[src/common/video_mixer_pkg.sv]
package video_mixer_pkg;

    ////////////////////////////////////////////////////////////////////////////
    // pixel and colour types
    ////////////////////////////////////////////////////////////////////////////

    // 4 bits per channel, red in the top nibble
    typedef struct packed {
        logic [3:0] r;
        logic [3:0] g;
        logic [3:0] b;
    } rgb12_t;

    // one layer pixel, active marks a drawn pixel
    typedef struct packed {
        logic   active;
        rgb12_t color;
    } layer_pix_t;

    // position, sync and qualifiers for the current pixel
    typedef struct packed {
        logic [9:0] x;
        logic [9:0] y;
        logic       in_display;
        logic       v_sync_n;
        logic       h_sync_n;
        // foreground shown only when enabled and not masked
        logic       fg_enable;
        logic       fg_mask;
        rgb12_t     bg;
    } pixel_in_t;

    // collision report, kind is one-hot
    typedef struct packed {
        logic       valid;
        logic [2:0] kind;
        logic [8:0] x;
        logic [7:0] y;
    } coll_event_t;

    ////////////////////////////////////////////////////////////////////////////
    // collision kinds, land in bits 7..5 of the x high register
    ////////////////////////////////////////////////////////////////////////////
    localparam logic [2:0] coll_kind_fg   = 3'b100;
    localparam logic [2:0] coll_kind_spr1 = 3'b010;
    localparam logic [2:0] coll_kind_spr2 = 3'b001;

    // cpu register map
    localparam logic [7:0] reg_screen_ctrl = 8'h20;
    localparam logic [7:0] reg_coll_y      = 8'h21;
    localparam logic [7:0] reg_coll_x_lo   = 8'h22;
    localparam logic [7:0] reg_coll_x_hi   = 8'h23;

    // screen control after reset, enabled, scanlines off
    localparam logic [7:0] screen_ctrl_reset = 8'h82;
    localparam int         screen_enable_bit = 7;
    localparam int         scanline_bit      = 0;
    // dimmed channel is divided by four
    localparam int         scanline_shift    = 2;

endpackage

[src/hw/cpu_port/cpu_port_fsm.sv]
module cpu_port_fsm
    import video_mixer_pkg::*;
(
    input  logic       clk,
    input  logic       rst_n,
    input  logic       io_rd_n,
    input  logic       io_wr_n,
    input  logic [7:0] io_addr,
    input  logic [7:0] io_wdata,
    output logic       wr_stb,
    output logic       rd_stb,
    output logic       rd_active,
    output logic [7:0] reg_addr,
    output logic [7:0] reg_wdata
);

    typedef enum logic {
        st_idle,
        st_acked
    } state_t;

    state_t state;

    // a new request is only taken while idle
    logic take_req;

    assign take_req = (state == st_idle) && (!io_wr_n || !io_rd_n);

    ////////////////////////////////////////////////////////////////////////////
    // handshake state, one strobe per request
    ////////////////////////////////////////////////////////////////////////////
    always_ff @(posedge clk)
    begin
        if (!rst_n)
        begin
            state     <= st_idle;
            wr_stb    <= 1'b0;
            rd_stb    <= 1'b0;
            rd_active <= 1'b0;
        end
        else
        begin
            // strobes last one cycle
            wr_stb <= 1'b0;
            rd_stb <= 1'b0;
            case (state)
                st_idle:
                begin
                    // write wins over a read in the same cycle
                    if (!io_wr_n)
                    begin
                        wr_stb <= 1'b1;
                        state  <= st_acked;
                    end
                    else if (!io_rd_n)
                    begin
                        rd_stb    <= 1'b1;
                        rd_active <= 1'b1;
                        state     <= st_acked;
                    end
                end
                st_acked:
                begin
                    // read data held only while the read stays low
                    rd_active <= rd_active && !io_rd_n;
                    // re-arm once both lines are back high
                    if (io_rd_n && io_wr_n)
                        state <= st_idle;
                end
                default: state <= st_idle;
            endcase
        end
    end

    // address and data captured with the strobe
    always_ff @(posedge clk)
    begin
        if (take_req)
        begin
            reg_addr  <= io_addr;
            reg_wdata <= io_wdata;
        end
    end

endmodule

[src/hw/cpu_port/mixer_regs.sv]
module mixer_regs
    import video_mixer_pkg::*;
(
    input  logic        clk,
    input  logic        rst_n,
    input  logic        wr_stb,
    input  logic        rd_stb,
    input  logic        rd_active,
    input  logic [7:0]  reg_addr,
    input  logic [7:0]  reg_wdata,
    input  coll_event_t coll,
    input  logic        v_sync_n,
    output logic [7:0]  screen_ctrl,
    output logic [7:0]  io_rdata,
    output logic        spr_int_n
);

    // collision capture registers
    logic [7:0] coll_y;
    logic [7:0] coll_x_lo;
    logic [7:0] coll_x_hi;

    // read path
    logic [7:0] rd_value;
    logic [7:0] rd_latch;

    // write decode
    logic ctrl_wr;
    logic coll_clr;
    // first collision since the flag was re-armed
    logic capture;
    // flag re-arm, by cpu or in vblank
    logic rearm;

    assign ctrl_wr  = wr_stb && (reg_addr == reg_screen_ctrl);
    assign coll_clr = wr_stb && (reg_addr == reg_coll_y);
    assign rearm    = coll_clr || !v_sync_n;
    assign capture  = spr_int_n && coll.valid;

    ////////////////////////////////////////////////////////////////////////////
    // screen control and collision capture
    ////////////////////////////////////////////////////////////////////////////
    always_ff @(posedge clk)
    begin
        if (!rst_n)
        begin
            screen_ctrl <= screen_ctrl_reset;
            coll_y      <= 8'h00;
            coll_x_lo   <= 8'h00;
            coll_x_hi   <= 8'h00;
            spr_int_n   <= 1'b1;
        end
        else
        begin
            if (ctrl_wr)
                screen_ctrl <= reg_wdata;

            if (rearm)
            begin
                spr_int_n <= 1'b1;
                // cpu clear drops the kind bits, x bit 8 kept
                if (coll_clr)
                    coll_x_hi <= coll_x_hi & 8'h01;
            end
            else if (capture)
            begin
                // flag low holds these until re-armed
                spr_int_n <= 1'b0;
                coll_y    <= coll.y;
                coll_x_lo <= coll.x[7:0];
                coll_x_hi <= {coll.kind, 4'b0000, coll.x[8]};
            end
        end
    end

    ////////////////////////////////////////////////////////////////////////////
    // read back
    ////////////////////////////////////////////////////////////////////////////
    always_comb
    begin
        case (reg_addr)
            reg_screen_ctrl: rd_value = screen_ctrl;
            reg_coll_y:      rd_value = coll_y;
            reg_coll_x_lo:   rd_value = coll_x_lo;
            reg_coll_x_hi:   rd_value = coll_x_hi;
            // unmapped reads give zero
            default:         rd_value = 8'h00;
        endcase
    end

    // value frozen at the strobe
    always_ff @(posedge clk)
    begin
        if (rd_stb)
            rd_latch <= rd_value;
    end

    // driven while the read is held, zero otherwise
    // strobe cycle skipped, latch not loaded yet
    always_ff @(posedge clk)
    begin
        if (!rst_n)
            io_rdata <= 8'h00;
        else if (rd_active && !rd_stb)
            io_rdata <= rd_latch;
        else
            io_rdata <= 8'h00;
    end

endmodule

[src/hw/pixel/layer_priority.sv]
module layer_priority
    import video_mixer_pkg::*;
(
    input  pixel_in_t   pix,
    input  layer_pix_t  fg,
    input  layer_pix_t  spr1,
    input  layer_pix_t  spr2,
    output rgb12_t      chosen,
    output coll_event_t coll
);

    // foreground drawn only when enabled and not masked
    logic fg_visible;
    // sprite 2 only matters when nothing above it
    logic spr2_hit;
    logic any_hit;

    assign fg_visible = pix.fg_enable && !pix.fg_mask;
    assign spr2_hit   = spr2.active && !spr1.active && !fg_visible;
    assign any_hit    = spr1.active || spr2_hit;

    ////////////////////////////////////////////////////////////////////////////
    // colour selection by fixed layer order
    ////////////////////////////////////////////////////////////////////////////
    always_comb
    begin
        if (fg_visible)
        begin
            // sprite 1 over the tilemap, sprite 2 hidden
            if (spr1.active)
                chosen = spr1.color;
            else
                chosen = fg.color;
        end
        else
        begin
            if (spr1.active)
                chosen = spr1.color;
            else if (spr2.active)
                chosen = spr2.color;
            else
                chosen = pix.bg;
        end
    end

    ////////////////////////////////////////////////////////////////////////////
    // collision events
    ////////////////////////////////////////////////////////////////////////////
    always_comb
    begin
        coll.valid = pix.in_display && any_hit;
        coll.x     = pix.x[8:0];
        coll.y     = pix.y[7:0];

        // kind stays zero outside the display area
        if (!coll.valid)
            coll.kind = 3'b000;
        else if (spr1.active && fg_visible)
            coll.kind = coll_kind_fg;
        else if (spr1.active)
            coll.kind = coll_kind_spr1;
        else
            coll.kind = coll_kind_spr2;
    end

endmodule

[src/hw/pixel/pixel_output.sv]
module pixel_output
    import video_mixer_pkg::*;
(
    input  logic       clk,
    input  logic       rst_n,
    input  rgb12_t     chosen,
    input  pixel_in_t  pix,
    input  logic [7:0] screen_ctrl,
    output rgb12_t     rgb,
    output logic       v_sync_n,
    output logic       h_sync_n
);

    // dim on even lines when scanline mode is on
    logic   dim_line;
    // screen on and inside the visible area
    logic   show;
    rgb12_t shaded;

    assign dim_line = screen_ctrl[scanline_bit] && !pix.y[0];
    assign show     = screen_ctrl[screen_enable_bit] && pix.in_display;

    always_comb
    begin
        shaded = chosen;
        if (dim_line)
        begin
            shaded.r = chosen.r >> scanline_shift;
            shaded.g = chosen.g >> scanline_shift;
            shaded.b = chosen.b >> scanline_shift;
        end
        // blanking forces black
        if (!show)
            shaded = '0;
    end

    ////////////////////////////////////////////////////////////////////////////
    // colour and syncs leave on the same edge
    ////////////////////////////////////////////////////////////////////////////
    always_ff @(posedge clk)
    begin
        if (!rst_n)
        begin
            rgb      <= '0;
            v_sync_n <= 1'b1;
            h_sync_n <= 1'b1;
        end
        else
        begin
            rgb      <= shaded;
            v_sync_n <= pix.v_sync_n;
            h_sync_n <= pix.h_sync_n;
        end
    end

endmodule

[src/hw/video_mixer_top.sv]
module video_mixer_top
    import video_mixer_pkg::*;
(
    input  logic       clk,
    input  logic       rst_n,
    // pixel sources
    input  pixel_in_t  pix,
    input  layer_pix_t fg,
    input  layer_pix_t spr1,
    input  layer_pix_t spr2,
    // cpu i/o port, active-low requests
    input  logic       io_rd_n,
    input  logic       io_wr_n,
    input  logic [7:0] io_addr,
    input  logic [7:0] io_wdata,
    // video out
    output rgb12_t     rgb,
    output logic       v_sync_n,
    output logic       h_sync_n,
    output logic [7:0] io_rdata,
    // sprite collision, low until cleared
    output logic       spr_int_n
);

    // strobes from the port fsm
    logic        wr_stb;
    logic        rd_stb;
    logic        rd_active;
    logic [7:0]  reg_addr;
    logic [7:0]  reg_wdata;

    logic [7:0]  screen_ctrl;
    rgb12_t      chosen;
    coll_event_t coll;

    ////////////////////////////////////////////////////////////////////////////
    // cpu side
    ////////////////////////////////////////////////////////////////////////////
    cpu_port_fsm cpu_port_i (
        .clk       (clk),
        .rst_n     (rst_n),
        .io_rd_n   (io_rd_n),
        .io_wr_n   (io_wr_n),
        .io_addr   (io_addr),
        .io_wdata  (io_wdata),
        .wr_stb    (wr_stb),
        .rd_stb    (rd_stb),
        .rd_active (rd_active),
        .reg_addr  (reg_addr),
        .reg_wdata (reg_wdata)
    );

    // vblank comes from the incoming sync
    mixer_regs regs_i (
        .clk         (clk),
        .rst_n       (rst_n),
        .wr_stb      (wr_stb),
        .rd_stb      (rd_stb),
        .rd_active   (rd_active),
        .reg_addr    (reg_addr),
        .reg_wdata   (reg_wdata),
        .coll        (coll),
        .v_sync_n    (pix.v_sync_n),
        .screen_ctrl (screen_ctrl),
        .io_rdata    (io_rdata),
        .spr_int_n   (spr_int_n)
    );

    ////////////////////////////////////////////////////////////////////////////
    // pixel side
    ////////////////////////////////////////////////////////////////////////////
    layer_priority priority_i (
        .pix    (pix),
        .fg     (fg),
        .spr1   (spr1),
        .spr2   (spr2),
        .chosen (chosen),
        .coll   (coll)
    );

    pixel_output output_i (
        .clk         (clk),
        .rst_n       (rst_n),
        .chosen      (chosen),
        .pix         (pix),
        .screen_ctrl (screen_ctrl),
        .rgb         (rgb),
        .v_sync_n    (v_sync_n),
        .h_sync_n    (h_sync_n)
    );

endmodule

[config.mk]
export PLATFORM = sky130hd
export DESIGN_NAME = video_mixer_top
export DESIGN_NICKNAME = d
export VERILOG_FILES = /design/src/common/video_mixer_pkg.sv /design/src/hw/cpu_port/cpu_port_fsm.sv /design/src/hw/cpu_port/mixer_regs.sv /design/src/hw/pixel/layer_priority.sv /design/src/hw/pixel/pixel_output.sv /design/src/hw/video_mixer_top.sv
export SDC_FILE = /design/constraint.sdc
export NUM_CORES = 1
export LEC_CHECK = 0
export ABC_CLOCK_PERIOD_IN_PS = 2780
export BUFFER_PORTS_ARGS = -buffer_cell sky130_fd_sc_hd__buf_4
export CAP_MARGIN = 10
export CORE_MARGIN = 2
export CORE_UTILIZATION = 40
export DETAILED_ROUTE_END_ITERATION = 16
export GPL_ROUTABILITY_DRIVEN = 0
export PLACE_DENSITY = 0.63
export SYNTH_ARGS = -nofsm -noshare
export SYNTH_HDL_FRONTEND = slang
export SYNTH_SLANG_ARGS = --single-unit
[constraint.sdc]
create_clock -name clk -period 2.78 [get_ports clk]
set_clock_uncertainty 0.05 [all_clocks]
set_input_delay 0.556 -clock clk [delete_from_list [all_inputs] [get_ports clk]]
set_output_delay 0.556 -clock clk [all_outputs]
set_load 0.01 [all_outputs]
**After elaboration in Yosys (flattened, before gate mapping)**

Cells that the tools add are included.

- Output and inout bits: 23
- Register bits: 83
- Word-level logic and storage cells: 89

- Eq/ne operators: 7
- Multiplexer cells: 20
- Reductions and logical operators: 35
- Bitwise gates (word level): 5

Operators by type and width:

| cell | count |
|---|---|
| $mux W12 | 4 |
| $eq A8 B6 Y1 const B | 4 |
| $pmux W8 S4 | 1 |
| $mux W8 | 3 |
| $logic_and A1 B1 Y1 | 14 |
| $mux W10 | 1 |
| $reduce_and A2 Y1 | 5 |
| $logic_not A1 Y1 | 8 |
| $mux W1 | 6 |
| $mux W3 | 2 |
| $reduce_or A3 Y1 | 2 |
| $not A1 Y1 | 5 |
| $ne A2 B2 Y1 const B | 2 |
| $pmux W1 S2 | 2 |
| $reduce_or A2 Y1 | 2 |
| $logic_or A1 B1 Y1 | 3 |
| $mux W2 | 1 |
| $ne A2 B1 Y1 const B | 1 |
| $reduce_bool A2 Y1 | 1 |

**Longest topological paths before layout**

- Depth in word-level cells: 9
- Gate-level depth with buffers: 7

**By module**

Synthesis repeated with hierarchy kept, for this count alone.

- Cell total of the unflattened synthesis: 386
- Area total of the unflattened synthesis: 4,139.0 um2

By module, submodules not included:

| module | area each (um2) | instances | seq. area each (um2) | cells an instance |
|---|---|---|---|---|
| mixer_regs | 2,447.3 | 1 | 980.9 | 255 |
| layer_priority | 610.6 | 1 | 0.0 | 67 |
| cpu_port_fsm | 605.6 | 1 | 560.5 | 26 |
| pixel_output | 475.5 | 1 | 280.3 | 38 |

**Least setup slack after synthesis**

No wires, ideal clock.

- Kind: input to register
- Start point: input port io_wr_n
- End point: register cpu_port_i.reg_addr[0], enable pin
- Data required time: 2.336 ns
- Stages: 1
- Setup slack: 0.938 ns
- Path buffers: 0
- Data arrival time: 1.398 ns
- Cell sequence: a21oi_1

- Cells in the longest elaborated chain, start to end: 3

RTL lines:

| what | line | source |
|---|---|---|
| start, declared | video_mixer_top.sv:13 | `input logic io_wr_n,` |
| $logic_not A1 Y1 | cpu_port_fsm.sv:27 | `assign take_req = (state == st_idle) && (!io_wr_n \|\| !io_rd_n);` |
| $logic_or A1 B1 Y1 | cpu_port_fsm.sv:27 |  |
| $logic_and A1 B1 Y1 | cpu_port_fsm.sv:27 |  |
| end signal, assigned | cpu_port_fsm.sv:80 | `reg_addr <= io_addr;` |
| end, declared | cpu_port_fsm.sv:13 | `output logic [7:0] reg_addr,` |

Every way passes these cells.
A chain may end at the register's enable or synchronous reset.

**Worst setup path after layout**

- Start point: register cpu_port_i.reg_addr[0]
- End point: register regs_i.coll_x_hi[5]

- Cells in the longest elaborated chain, start to end: 5
- Elaborated cells between the ends (all ways): 7
- Those cells by class: 2 x eq/ne; 1 x mux; 4 x reduce/logical

RTL lines:

| what | line | source |
|---|---|---|
| $eq A8 B6 Y1 * | mixer_regs.sv:36 | `assign coll_clr = wr_stb && (reg_addr == reg_coll_y);` |
| $logic_and A1 B1 Y1 * | mixer_regs.sv:36 |  |
| $logic_or A1 B1 Y1 | mixer_regs.sv:37 | `assign rearm = coll_clr \|\| !v_sync_n;` |
| $ne A2 B1 Y1 (no source line) / $reduce_bool A2 Y1 (equally long branches) | -- |  |
| $reduce_and A2 Y1 (no source line) | -- |  |
| end signal, assigned | mixer_regs.sv:63 | `coll_x_hi <= coll_x_hi & 8'h01;` |
| end signal, assigned | mixer_regs.sv:71 | `coll_x_hi <= {coll.kind, 4'b0000, coll.x[8]};` |
| end, declared | mixer_regs.sv:21 | `logic [7:0] coll_x_hi;` |

Mark *: on every way between the ends. The rest lies on a longest branch, timed or not.

==> flow_metrics.env <==
export IMPL_design_area_um2=4444
export IMPL_num_vias=2553
export IMPL_grt_overflow=0
export IMPL_holdPathEnd="cpu_port_i.reg_addr[7]"
export IMPL_rsz0062_at_grt="false"
export IMPL_clk_path_buf_depth=2
export IMPL_drt_first_pass_iters=4
export IMPL_ant_nets=0
export IMPL_slowest_delay_ns=0.63
export IMPL_n_antenna_cell=0
export IMPL_reg2regPathDepth=5
export IMPL_fmax_mhz=501.5
export IMPL_grt_pass1_wl_um=11410
export IMPL_core_area_um2=7848
export IMPL_tns_ns=0
export IMPL_syn_to_final_growth_pct=35.78
export IMPL_multi_input_area_um2=1319
export IMPL_regArea_um2=1822
export IMPL_postCtsHoldBufs=0
export IMPL_min_path_cells=1
export IMPL_drive_gt1_frac=0.3349
export IMPL_post_cts_resized=0
export IMPL_htreeDepth=3
export IMPL_ys_seq_elements=79
export IMPL_leakage_nw=2.023
export IMPL_tightest_slew_ns=0.4983
export IMPL_hold_slack_ns=0.3342
export IMPL_criticalPathCategory="reg -> reg"
export IMPL_setup_slack_ns=0.7861
export IMPL_r2r_slack_ns=0.79
export IMPL_path_max_fanout=18
export IMPL_finalSetupViolCount=0
export IMPL_syn_area_per_cell_um2=10.56
export IMPL_drc=0
export IMPL_crit_path_start_kind="flip-flop"
export IMPL_relSlewSlack=0.6661
export IMPL_power_density_nw_per_um2=569.7
export IMPL_cts_setup_buffers=0
export IMPL_root_buffer="clkbuf_8"
export IMPL_antenna_found_initial=0
export IMPL_drv_cap=0
export IMPL_ys_seq_area_frac=0.5566
export IMPL_wl_um=7089
export IMPL_synth_warnings=0
export IMPL_grt_max_degree=39
export IMPL_vias_per_cell=4.826
export IMPL_cpMaxStageDelayCell="edfxtp_1"
export IMPL_place_ws_ns=0.7190
export IMPL_port_buffers=114
export IMPL_hold_viol_final=0
export IMPL_cp_data_required_time_ns=2.97
export IMPL_status="complete, no violations"
export IMPL_rr_startpoint="cpu_port_i.reg_addr[0]"
export IMPL_die_x_um=94.46
export IMPL_postPlaceCellArea_um2=4207
export IMPL_worstHoldStart="io_addr[7]"
export IMPL_endpoint_kind="flip-flop"
export IMPL_clk_pin_slew_ns=0.08
export IMPL_syn_inst=310
export IMPL_slew_violations=0
export IMPL_grt_pass1_vias=2449
export IMPL_start_util=0.4171
export IMPL_worstPathArrival_ns=2.18
export IMPL_synth_fp_nets=406
export IMPL_grt_usage=0.1659
export IMPL_ir_worst_vdd_uv=418.8
export IMPL_layout_nets=518
export IMPL_routedWlPerCell_um=13.40
export IMPL_fillers=709
export IMPL_cts_inserted_buffers=9
export IMPL_synth_area_um2=3273
export IMPL_ios=119
export IMPL_dp_hpwl_um=5352
export IMPL_fin_crit_sh=0.7172
export IMPL_r2r_end="regs_i.coll_x_hi[5]"
export IMPL_num_rows=32
export IMPL_path_cells="nor2b_2 -> and4_1 -> nor3_2 -> buf_4 -> o221a_2"
export IMPL_clkLatencyLatePin_ns=0.34
export IMPL_drtIter0Drc=70
export IMPL_cts_tree="built"
export IMPL_hold_path_class="in -> reg"
export IMPL_die_area_um2=8923
export IMPL_synthDistinctLibCells=32
export IMPL_dieHeight_um=94.46
export IMPL_cts_sinks=79
export IMPL_period_minus_slack_ns=1.994
## how the worst max path moves through the flow
stage / from / endpoint / depth (start not counted)
2_1_floorplan: io_wr_n / cpu_port_i.reg_addr[0] / 1
3_3_place_gp: pix[13] / regs_i.coll_x_hi[5] / 7
3_5_place_dp: pix[13] / regs_i.coll_x_lo[1] / 7
4_1_cts: cpu_port_i.reg_addr[0] / regs_i.coll_x_hi[5] / 5
5_1_grt: cpu_port_i.reg_addr[0] / regs_i.coll_x_hi[5] / 5
6_report: cpu_port_i.reg_addr[0] / regs_i.coll_x_hi[5] / 5
## cells in the mapped netlist (all sizes together)
cell    number  area [um^2]
mux2i       41        410.4
nand4        2        18.77
nand2b       6        37.54
clkbuf      11        41.29
a21oi       19        95.09
nand2       56        210.2
a22oi       12        90.09
and3         4        25.02
buf          7        51.30
and2         9        56.30
and2b        1        7.510
o21ai        3        15.01
dfxtp       55         1101
nor2        19        71.32
mux4         4        90.09
edfxtp      24        720.7
inv         12        45.04
o221a        1        11.26
a21boi       1        7.510
nor4b        1        23.77
or3          2        12.51
nor2b        9        58.81
and4         1        8.760
o22ai        6        37.54
nor3         1        5.000
o21a         1        7.510
nand4b       1        8.760
nand3        1        5.000
## power breakdown
group	switching, mW	leakage, nW	internal, mW
Combinational	0.125	1.23	0.164
Sequential	0.0238	0.680	1.24
Clock	0.416	0.116	0.567
Total	0.564	2.02	1.97
## metrics by stage
stage               utilization  total power [mW]  instances
floorplan                     -             1.429        310
CTS                      0.5663             2.563        529
global route             0.5663             2.651        529
global placement         0.5360             1.573        513
finish                   0.5663             2.532        529
detailed placement       0.5360             1.579        513
## layout by cell type (no fill, tap or decap), types with 2 or more instances in the layout
| master | Yosys | routed |
|---|---|---|
| buf_4 | 0 | 119 |
| o21ai_0 | 3 | 3 |
| and2_1 | 9 | 9 |
| clkbuf_8 | 0 | 9 |
| o22ai_1 | 6 | 6 |
| nor2_1 | 19 | 19 |
| a21oi_1 | 19 | 19 |
| nor2b_1 | 8 | 8 |
| and3_1 | 4 | 4 |
| a22oi_1 | 12 | 12 |
| dfxtp_1 | 55 | 55 |
| edfxtp_1 | 24 | 24 |
| nand2_1 | 56 | 56 |
| inv_6 | 0 | 2 |
| or3_1 | 2 | 2 |
| bufinv_16 | 0 | 2 |
| nand2b_1 | 6 | 6 |
| mux2i_1 | 41 | 41 |
| inv_1 | 12 | 12 |
| mux4_2 | 4 | 4 |
## registers in the layout, summed over array words and instances (netlist names), 4 cells and up
| name | count |
|---|---|
| regs_i.io_rdata | 8 |
| regs_i.coll_x_lo | 8 |
| cpu_port_i.reg_addr | 8 |
| regs_i.coll_y | 8 |
| cpu_port_i.reg_wdata | 8 |
| regs_i.rd_latch | 8 |
| output_i.rgb | 12 |
| regs_i.coll_x_hi | 4 |
| regs_i.screen_ctrl | 8 |
## layout make-up
| cell class | count | share of cell area |
|---|---|---|
| sequential | 79 | 0.4099 |
| multi-input combinational | 201 | 0.2967 |
| timing repair buffer | 119 | 0.2010 |
| clock buffer | 11 | 0.03435 |
| tap | 102 | 0.02872 |
| clock inverter | 5 | 0.01914 |
| inverter | 12 | 0.01014 |
## cell families after synthesis
group,after synthesis,share of synthesized area
AND/OR/NAND/NOR,113,0.1678
multiplexers,45,0.1529
AO/OA/AOI/OAI,43,0.08066
buffers and inverters,30,0.04205
flip-flops,79,0.5566
## per-layer routing
| layer | vias up | share of wire | global-route usage |
|---|---|---|---|
| li1 | 1292 | - | - |
| met1 | 1173 | 0.45 | 0.2029 |
| met2 | 75 | 0.48 | 0.2756 |
| met3 | 13 | 0.052 | 0.04310 |
| met4 | 0 | 0.022 | 0.07488 |
| met5 | - | 0 | 0 |
## worst max-delay path, delay by kind of cell, from the launching register on
family | cells | cell delay (ns)
buf+inv | 1 | 0.24
flops | 1 | 0.63
compound gates | 1 | 0.27
simple gates | 3 | 0.70
(Power assumes the default switching activity.)
